[config.mk]
export PLATFORM = sky130hd
export DESIGN_NAME = videoPBus
export DESIGN_NICKNAME = d
export VERILOG_FILES = /design/src/pBusPkg.sv /design/src/fixFetch.sv /design/src/spriteFetch.sv /design/src/pBusArbiter.sv /design/src/videoPBus.sv
export SDC_FILE = /design/constraint.sdc
export NUM_CORES = 1
export LEC_CHECK = 0
export BUFFER_PORTS_ARGS = -buffer_cell sky130_fd_sc_hd__buf_2
export CORE_ASPECT_RATIO = 1.4
export CORE_MARGIN = 10
export CORE_UTILIZATION = 35
export CTS_BUF_LIST = sky130_fd_sc_hd__clkbuf_4
export DETAILED_ROUTE_END_ITERATION = 6
export PLACE_DENSITY_LB_ADDON = 0.3
export SETUP_SLACK_MARGIN = 0.05
export SLEW_MARGIN = 20
export SYNTH_ARGS = -nofsm -noshare
export SYNTH_HDL_FRONTEND = slang
export SYNTH_HIERARCHICAL = 1
export SYNTH_SLANG_ARGS = --single-unit
[constraint.sdc]
create_clock -name CLK_24M -period 3.9 [get_ports CLK_24M]
set_clock_uncertainty 0.05 [all_clocks]
set_input_delay 0.78 -clock CLK_24M [delete_from_list [all_inputs] [get_ports CLK_24M]]
set_output_delay 0.78 -clock CLK_24M [all_outputs]
set_load 0.05 [all_outputs]
[src/pBusPkg.sv]
package pBusPkg;

	localparam int PBUS_W = 24;	// Pixel bus width
	localparam int CROM_W = 25;	// Sprite C ROM address
	localparam int SROM_W = 16;	// Fix S ROM address
	localparam int L0ROM_W = 16;	// Line zoom ROM address
	localparam int FIX_TILE_W = 12;	// Fix tile number
	localparam int SPR_TILE_W = 20;	// Sprite tile number
	localparam int FIX_LINE_W = 3;	// Fix tile row
	localparam int SPR_LINE_W = 4;	// Sprite tile row
	localparam int FIX_PAL_W = 4;	// Fix palette number
	localparam int SPR_PAL_W = 8;	// Sprite palette number
	localparam int XPOS_W = 8;	// Sprite X position
	localparam int L0DATA_W = 8;	// L0 ROM data byte

	localparam logic [3:0] LOAD_SLOT = 4'd15;	// Clients load here
	localparam logic [3:0] L0_END_SLOT = 4'd5;	// Last LO slot, L0 byte valid

	typedef enum logic [2:0]
	{
		SLOT_ST,	// Sprite C ROM address
		SLOT_LO,	// L0 ROM address
		SLOT_SP,	// Sprite palette
		SLOT_FT,	// Fix ROM address
		SLOT_X,		// Sprite X position
		SLOT_FP		// Fix palette
	} slotKind;

	// Fixed slot map of one 16-cycle period
	function automatic slotKind slotOf(input logic [3:0] slot);
		slotKind kind;
		kind = SLOT_ST;	// Slot 0
		case (slot)
			4'd1, 4'd2, 4'd3, 4'd4, 4'd5:		kind = SLOT_LO;
			4'd6:					kind = SLOT_SP;
			4'd7, 4'd8:				kind = SLOT_FT;
			4'd9, 4'd10, 4'd11, 4'd12, 4'd13:	kind = SLOT_X;
			4'd14, 4'd15:				kind = SLOT_FP;
			default:				kind = SLOT_ST;
		endcase
		return kind;
	endfunction

endpackage

[src/fixFetch.sv]
`timescale 1ns/100ps

module fixFetch
(
	input  logic					CLK_24M,
	input  logic					nRESET,
	input  logic [3:0]				slotNum,	// From arbiter
	input  logic					fixValid,
	output logic					fixReady,
	input  logic [pBusPkg::FIX_TILE_W-1:0]	fixTile,
	input  logic [pBusPkg::FIX_LINE_W-1:0]	fixLine,
	input  logic [pBusPkg::FIX_PAL_W-1:0]	fixPal,
	output logic					fixHeld,	// Owns FT and FP slots
	output logic [pBusPkg::PBUS_W-1:0]		fixAddrWord,
	output logic [pBusPkg::PBUS_W-1:0]		fixPalWord
);

	typedef enum logic [1:0]
	{
		FIX_IDLE,	// No request
		FIX_HALF0,	// First byte pair
		FIX_HALF1	// Second byte pair
	} fixState;

	fixState state;
	logic loadSlot;
	logic halfBit;	// S2H1 style pair select
	logic [pBusPkg::FIX_TILE_W-1:0] tileReg;
	logic [pBusPkg::FIX_LINE_W-1:0] lineReg;
	logic [pBusPkg::FIX_PAL_W-1:0] palReg;

	assign loadSlot = (slotNum == pBusPkg::LOAD_SLOT);
	assign fixReady = loadSlot && (state != FIX_HALF0);	// Busy only before 2nd half
	assign fixHeld = (state != FIX_IDLE);

	always_ff @(posedge CLK_24M)
	begin
		if (!nRESET)
		begin
			state <= FIX_IDLE;
			halfBit <= 1'b0;
		end
		else if (loadSlot)
		begin
			case (state)
				FIX_HALF0:
				begin
					state <= FIX_HALF1;	// Same tile, other pair
					halfBit <= 1'b1;
				end
				default:
				begin
					state <= fixValid ? FIX_HALF0 : FIX_IDLE;	// New tile or go idle
					halfBit <= 1'b0;
				end
			endcase
		end
	end

	// Request payload, taken on handshake
	always_ff @(posedge CLK_24M)
	begin
		if (fixValid && fixReady)
		begin
			tileReg <= fixTile;
			lineReg <= fixLine;
			palReg <= fixPal;
		end
	end

	assign fixAddrWord = {{(pBusPkg::PBUS_W-pBusPkg::SROM_W){1'b0}}, tileReg, lineReg, halfBit};
	assign fixPalWord = {4'h0, palReg, 16'h0000};	// Palette in 19:16

	// Period boundaries only
	fixStateAtLoad: assert property (@(posedge CLK_24M) disable iff (!nRESET)
		!loadSlot |=> $stable(state))
		else $error("fixFetch state moved outside slot 15");

endmodule

[src/spriteFetch.sv]
`timescale 1ns/100ps

module spriteFetch
(
	input  logic					CLK_24M,
	input  logic					nRESET,
	input  logic [3:0]				slotNum,	// From arbiter
	input  logic					sprValid,
	output logic					sprReady,
	input  logic [pBusPkg::SPR_TILE_W-1:0]	sprTile,
	input  logic [pBusPkg::SPR_LINE_W-1:0]	sprLine,
	input  logic [pBusPkg::SPR_PAL_W-1:0]	sprPal,
	input  logic [pBusPkg::XPOS_W-1:0]		sprXpos,
	input  logic [pBusPkg::L0ROM_W-1:0]		sprL0Addr,
	input  logic [pBusPkg::L0DATA_W-1:0]	l0RomData,	// Zoom byte back from ROM
	output logic					sprHeld,	// Owns ST, LO, SP and X slots
	output logic [pBusPkg::PBUS_W-1:0]		cromWord,
	output logic [pBusPkg::PBUS_W-1:0]		l0Word,
	output logic [pBusPkg::PBUS_W-1:0]		sprPalWord,
	output logic [pBusPkg::PBUS_W-1:0]		xposWord,
	output logic [pBusPkg::L0DATA_W-1:0]	l0Data,
	output logic					l0Valid
);

	logic loadSlot;
	logic l0Capture;
	logic [pBusPkg::SPR_TILE_W-1:0] tileReg;
	logic [pBusPkg::SPR_LINE_W-1:0] lineReg;
	logic [pBusPkg::SPR_PAL_W-1:0] palReg;
	logic [pBusPkg::XPOS_W-1:0] xposReg;
	logic [pBusPkg::L0ROM_W-1:0] l0AddrReg;
	logic [pBusPkg::CROM_W-1:0] cromAddr;	// Full C ROM address

	assign loadSlot = (slotNum == pBusPkg::LOAD_SLOT);
	assign sprReady = loadSlot;	// One request per period, never stalls
	assign l0Capture = sprHeld && (slotNum == pBusPkg::L0_END_SLOT);

	always_ff @(posedge CLK_24M)
	begin
		if (!nRESET)
		begin
			sprHeld <= 1'b0;
			l0Valid <= 1'b0;
		end
		else
		begin
			if (loadSlot)
				sprHeld <= sprValid;	// Drops when nothing offered
			l0Valid <= l0Capture;	// Single cycle strobe
		end
	end

	// Request payload
	always_ff @(posedge CLK_24M)
	begin
		if (sprValid && sprReady)
		begin
			tileReg <= sprTile;
			lineReg <= sprLine;
			palReg <= sprPal;
			xposReg <= sprXpos;
			l0AddrReg <= sprL0Addr;
		end
	end

	// Zoom byte latched as last LO slot ends
	always_ff @(posedge CLK_24M)
	begin
		if (l0Capture)
			l0Data <= l0RomData;
	end

	assign cromAddr = {tileReg, lineReg, 1'b0};
	assign cromWord = cromAddr[pBusPkg::CROM_W-1:pBusPkg::CROM_W-pBusPkg::PBUS_W];	// Zero LSB implied
	assign l0Word = {{(pBusPkg::PBUS_W-pBusPkg::L0ROM_W){1'b0}}, l0AddrReg};
	assign sprPalWord = {palReg, 16'h0000};	// Palette in 23:16
	assign xposWord = {8'h00, xposReg, 8'h00};	// X in 15:8

	// Strobe right after slot 5, then gone
	l0ValidPulse: assert property (@(posedge CLK_24M) disable iff (!nRESET)
		l0Valid |-> (slotNum == 4'd6) ##1 !l0Valid)
		else $error("l0Valid longer than one cycle or misplaced");

endmodule

[src/pBusArbiter.sv]
`timescale 1ns/100ps

module pBusArbiter
(
	input  logic				CLK_24M,
	input  logic				nRESET,
	input  logic				fixHeld,
	input  logic [pBusPkg::PBUS_W-1:0]	fixAddrWord,
	input  logic [pBusPkg::PBUS_W-1:0]	fixPalWord,
	input  logic				sprHeld,
	input  logic [pBusPkg::PBUS_W-1:0]	cromWord,
	input  logic [pBusPkg::PBUS_W-1:0]	l0Word,
	input  logic [pBusPkg::PBUS_W-1:0]	sprPalWord,
	input  logic [pBusPkg::PBUS_W-1:0]	xposWord,
	output logic [3:0]			slotNum,	// Shared slot count
	output logic [pBusPkg::PBUS_W-1:0]	PBUS,
	output logic				nVCS,		// L0 ROM select
	output logic				S1H1
);

	pBusPkg::slotKind kind;

	// Posedge slot counter wrapping every 16 cycles
	always_ff @(posedge CLK_24M)
	begin
		if (!nRESET)
			slotNum <= 4'd0;
		else
			slotNum <= slotNum + 4'd1;
	end

	assign kind = pBusPkg::slotOf(slotNum);

	// Bus owner mux with zero for an idle owner
	always_comb
	begin
		PBUS = '0;
		case (kind)
			pBusPkg::SLOT_ST:
			begin
				if (sprHeld)
					PBUS = cromWord;	// Sprite tile and line
			end
			pBusPkg::SLOT_LO:
			begin
				if (sprHeld)
					PBUS = l0Word;	// Zoom table address
			end
			pBusPkg::SLOT_SP:
			begin
				if (sprHeld)
					PBUS = sprPalWord;
			end
			pBusPkg::SLOT_FT:
			begin
				if (fixHeld)
					PBUS = fixAddrWord;	// Fix tile, line, half
			end
			pBusPkg::SLOT_X:
			begin
				if (sprHeld)
					PBUS = xposWord;
			end
			pBusPkg::SLOT_FP:
			begin
				if (fixHeld)
					PBUS = fixPalWord;
			end
			default:
				PBUS = '0;
		endcase
	end

	assign nVCS = !((kind == pBusPkg::SLOT_LO) && sprHeld);	// Active in LO slots only
	assign S1H1 = slotNum[3];	// Half period clock for fix latch

	// L0 select only inside the LO window of slots 1 to 5
	nVcsInLoSlots: assert property (@(posedge CLK_24M) disable iff (!nRESET)
		!nVCS |-> (slotNum >= 4'd1) && (slotNum <= 4'd5))
		else $error("nVCS low outside LO slots");

endmodule

[src/videoPBus.sv]
`timescale 1ns/100ps

module videoPBus
(
	input  logic					CLK_24M,
	input  logic					nRESET,
	input  logic					fixValid,
	output logic					fixReady,
	input  logic [pBusPkg::FIX_TILE_W-1:0]	fixTile,
	input  logic [pBusPkg::FIX_LINE_W-1:0]	fixLine,
	input  logic [pBusPkg::FIX_PAL_W-1:0]	fixPal,
	input  logic					sprValid,
	output logic					sprReady,
	input  logic [pBusPkg::SPR_TILE_W-1:0]	sprTile,
	input  logic [pBusPkg::SPR_LINE_W-1:0]	sprLine,
	input  logic [pBusPkg::SPR_PAL_W-1:0]	sprPal,
	input  logic [pBusPkg::XPOS_W-1:0]		sprXpos,
	input  logic [pBusPkg::L0ROM_W-1:0]		sprL0Addr,
	input  logic [pBusPkg::L0DATA_W-1:0]	l0RomData,
	output logic [pBusPkg::L0DATA_W-1:0]	l0Data,
	output logic					l0Valid,
	output logic [pBusPkg::PBUS_W-1:0]		PBUS,
	output logic					nVCS,
	output logic					S1H1
);

	logic [3:0] slotNum;
	logic fixHeld;
	logic sprHeld;
	logic [pBusPkg::PBUS_W-1:0] fixAddrWord;
	logic [pBusPkg::PBUS_W-1:0] fixPalWord;
	logic [pBusPkg::PBUS_W-1:0] cromWord;
	logic [pBusPkg::PBUS_W-1:0] l0Word;
	logic [pBusPkg::PBUS_W-1:0] sprPalWord;
	logic [pBusPkg::PBUS_W-1:0] xposWord;

	pBusArbiter arb0
	(
		.CLK_24M(CLK_24M), .nRESET(nRESET),
		.fixHeld(fixHeld), .fixAddrWord(fixAddrWord), .fixPalWord(fixPalWord),
		.sprHeld(sprHeld), .cromWord(cromWord), .l0Word(l0Word),
		.sprPalWord(sprPalWord), .xposWord(xposWord),
		.slotNum(slotNum), .PBUS(PBUS), .nVCS(nVCS), .S1H1(S1H1)
	);

	fixFetch fix0
	(
		.CLK_24M(CLK_24M), .nRESET(nRESET), .slotNum(slotNum),
		.fixValid(fixValid), .fixReady(fixReady),
		.fixTile(fixTile), .fixLine(fixLine), .fixPal(fixPal),
		.fixHeld(fixHeld), .fixAddrWord(fixAddrWord), .fixPalWord(fixPalWord)
	);

	spriteFetch spr0
	(
		.CLK_24M(CLK_24M), .nRESET(nRESET), .slotNum(slotNum),
		.sprValid(sprValid), .sprReady(sprReady),
		.sprTile(sprTile), .sprLine(sprLine), .sprPal(sprPal),
		.sprXpos(sprXpos), .sprL0Addr(sprL0Addr), .l0RomData(l0RomData),
		.sprHeld(sprHeld), .cromWord(cromWord), .l0Word(l0Word),
		.sprPalWord(sprPalWord), .xposWord(xposWord),
		.l0Data(l0Data), .l0Valid(l0Valid)
	);

endmodule

==> results.json <==
{
  "antenna_found_initial": 1,
  "slowest_stage": "or3b_1",
  "tightest_slew_ps": 1038,
  "tns_ps": 0,
  "yosysWarnings": 6,
  "dieWidth_um": 118.4,
  "fin_ws_ps": 498.6,
  "rsz0062_at_grt": "no",
  "finalSetupViolCount": 0,
  "synth_ff_type": "edfxtp_1",
  "cp_max_fo": 25,
  "internal-power_uw": 1423,
  "fmax_ghz": 0.2940,
  "drive_gt1_share_pct": 33.81,
  "portBuffers": 123,
  "switchingPower_uw": 421.6,
  "clkSinkCount": 94,
  "core_mm2": 0.01333,
  "insertion_delay_ps": 460,
  "fin_nets": 574,
  "ys_async_sr_fraction_pct": 0,
  "post-dp-hpwl_um": 8512,
  "final_cell_mix": "buf_2 (123), edfxtp_1 (83), conb_1 (68)",
  "grt_pass1_wl_um": 17530,
  "n_fill_cell": 1289,
  "cts-root-buf": "clkbuf_4",
  "cts-buffers-inserted": 9,
  "slew_headroom_pct": 30.79,
  "cp.arrival_ps": 2570,
  "grt_pass1_vias": 3166,
  "path_delay_family": "simple AND/OR/NAND/NOR gates",
  "crit_path_start_kind": "register",
  "fin_util_pct": 40.42,
  "cts_tree": "built",
  "drt_pass1_iterations": 4,
  "status": "completed",
  "worst-setup-path-type": "reg2out",
  "ys_seq_area_share_pct": 57.17,
  "post_cts_resize_count": 0,
  "slew_viol_final": 0,
  "finalWeightedCongestion": 0.8030,
  "path_cells": "or3b_1, nor2_1, a221oi_2, o21ai_1, buf_2",
  "clockPowerShare_pct": 32.8,
  "ant_nets": 0,
  "cts_setup_buffers": 0,
  "period_share_pct": 87.22,
  "maxCapViolCount": 0,
  "h-tree-depth": 3,
  "yosysUniqueCellTypes": 47,
  "pwr-share-comb_pct": 7.1,
  "dr_total_vias": 3058,
  "syn_area_mm2": 0.004745,
  "via_per_inst": 4.537,
  "seqPwrFrac_pct": 60.1,
  "multi_input_area_mm2": 0.001617,
  "path_buf_inv": 1,
  "synth-edff-count": 83,
  "grt.overflow.total": 0,
  "syn_inst": 373,
  "postCtsHoldBufs": 0,
  "cp-end-kind": "primary output",
  "path_clk_slew_ps": 150,
  "ir_worst_vdd_uv": 239.9,
  "final_hold_viol_count": 0,
  "power.leakage_uw": 0.002100,
  "die_y_um": 157.8,
  "avgSynthCellArea_um2": 12.72,
  "grt_max_degree": 29,
  "pre_cts_ws_ps": 996.9,
  "rows": 50,
  "start_util_pct": 35.61,
  "seq_area_mm2": 0.002714,
  "required_ps": 3070,
  "min_period_ps": 3401,
  "io_pins": 124,
  "cp_slowest_stage_delay_ps": 790,
  "wl_um": 11520,
  "ctsLongestPathBuffers": 2,
  "grtUsageTotal_pct": 12.24,
  "die_area_mm2": 0.01868,
  "area_growth_pct": 13.53,
  "sw_frac_of_total_pct": 22.85,
  "wl_per_cell_um": 17.09,
  "power_density_mw_per_mm2": 342.5,
  "synth-seq-cells": 94,
  "drt_iter0_markers": 272,
  "final_common_cell": "buf_2",
  "min_path_type": "in2reg",
  "remaining_drc_errors": 0
}
## cell families after synthesis
family | Yosys count | share of synthesized area [%]
AO/OA/AOI/OAI | 86 | 14.03
XOR/XNOR | 3 | 0.5539
adder cells (fa/ha/maj) | 1 | 0.2637
buffers and inverters | 94 | 14.11
flip-flops | 94 | 57.17
multiplexers | 25 | 5.274
other | 2 | 0.1583
AND/OR/NAND/NOR | 68 | 8.439
## sequential cells by signal, indices dropped and copies added, names as in the netlist, 4 cells and up
| signal | flops |
|---|---|
| fix0/palReg | 4 |
| spr0/xposReg | 8 |
| spr0/lineReg | 4 |
| fix0/tileReg | 12 |
| arb0/slotNum | 4 |
| spr0/l0AddrReg | 16 |
| spr0/palReg | 8 |
| spr0/l0Data | 8 |
| spr0/tileReg | 20 |
## worst paths after layout
kind / to / cells after the start / slack, ps / startpoint
max: PBUS[0] / 5 / 500 / spr0/sprHeld
min: fix0/tileReg[10] / 1 / 430 / fixTile[10]
max reg2reg: fix0/lineReg[0] / 3 / 1500 / arb0/slotNum[3]
min reg2reg: fix0/state[0] / 2 / 450 / fix0/state[0]
## layout make-up
type                       count  share of cell area [%]
clock inverter                 7                   1.812
sequential                    94                   50.38
inverter                       2                  0.1394
tap                          182                   4.228
multi-input combinational    251                   30.01
timing repair buffer         128                   12.13
antenna                        1                 0.04646
clock buffer                   9                   1.254
## worst reg2reg max path, cell delays in order, from the launching register on
cell and delay, ps:
dfxtp_1 720, nand4_2 250, nor2_2 170, and2_1 830
## power groups by stage
stage / registers, uW / clock network (uW) / logic (uW)
after floorplan: 1120 / 0 / 128
final: 1110 / 606 / 131
after detailed placement: 1130 / 0 / 130
after CTS: 1110 / 636 / 131
after global placement: 1130 / 0 / 127
after global routing: 1110 / 669 / 147
## layer usage
metal | wire [um] | global-route usage (%) | vias to the layer above
li1 | - | - | 1496
met1 | 4805 | 14.29 | 1437
met2 | 5585 | 19.71 | 110
met3 | 901 | 4.706 | 15
met4 | 228 | 5.306 | 0
met5 | 0 | 0 | -
## per-stage QoR
stage / instances / hold slack (ps) / power [uW] / instance area (um2)
after detailed placement: 657 / 424.0 / 1261 / 5219
after floorplan: 439 / 403.0 / 1251 / 4992
after CTS: 673 / 364.7 / 1875 / 5384
after global placement: 657 / 423.9 / 1258 / 5219
after global routing: 674 / 378.1 / 1926 / 5386
final: 674 / 429.0 / 1845 / 5386
## cells in the mapped netlist (3+ instances only)
cell,number,area [um2]
o31ai_1,3,22.52
mux2i_1,25,250.2
nor2_1,26,97.59
a21oi_1,3,15.01
buf_4,71,533.0
a221oi_1,14,122.6
nand3_1,4,20.02
buf_6,5,56.30
o21ai_1,24,120.1
edfxtp_1,83,2492
clkbuf_1,6,22.52
a22oi_1,24,180.2
a221oi_2,10,150.1
nand2_1,6,22.52
buf_2,10,50.05
and2_1,5,31.28
dfxtp_1,11,220.2
nor2b_1,4,25.02
nor2b_4,3,41.29
No activity file was read; power rests on OpenSTA's default activity.
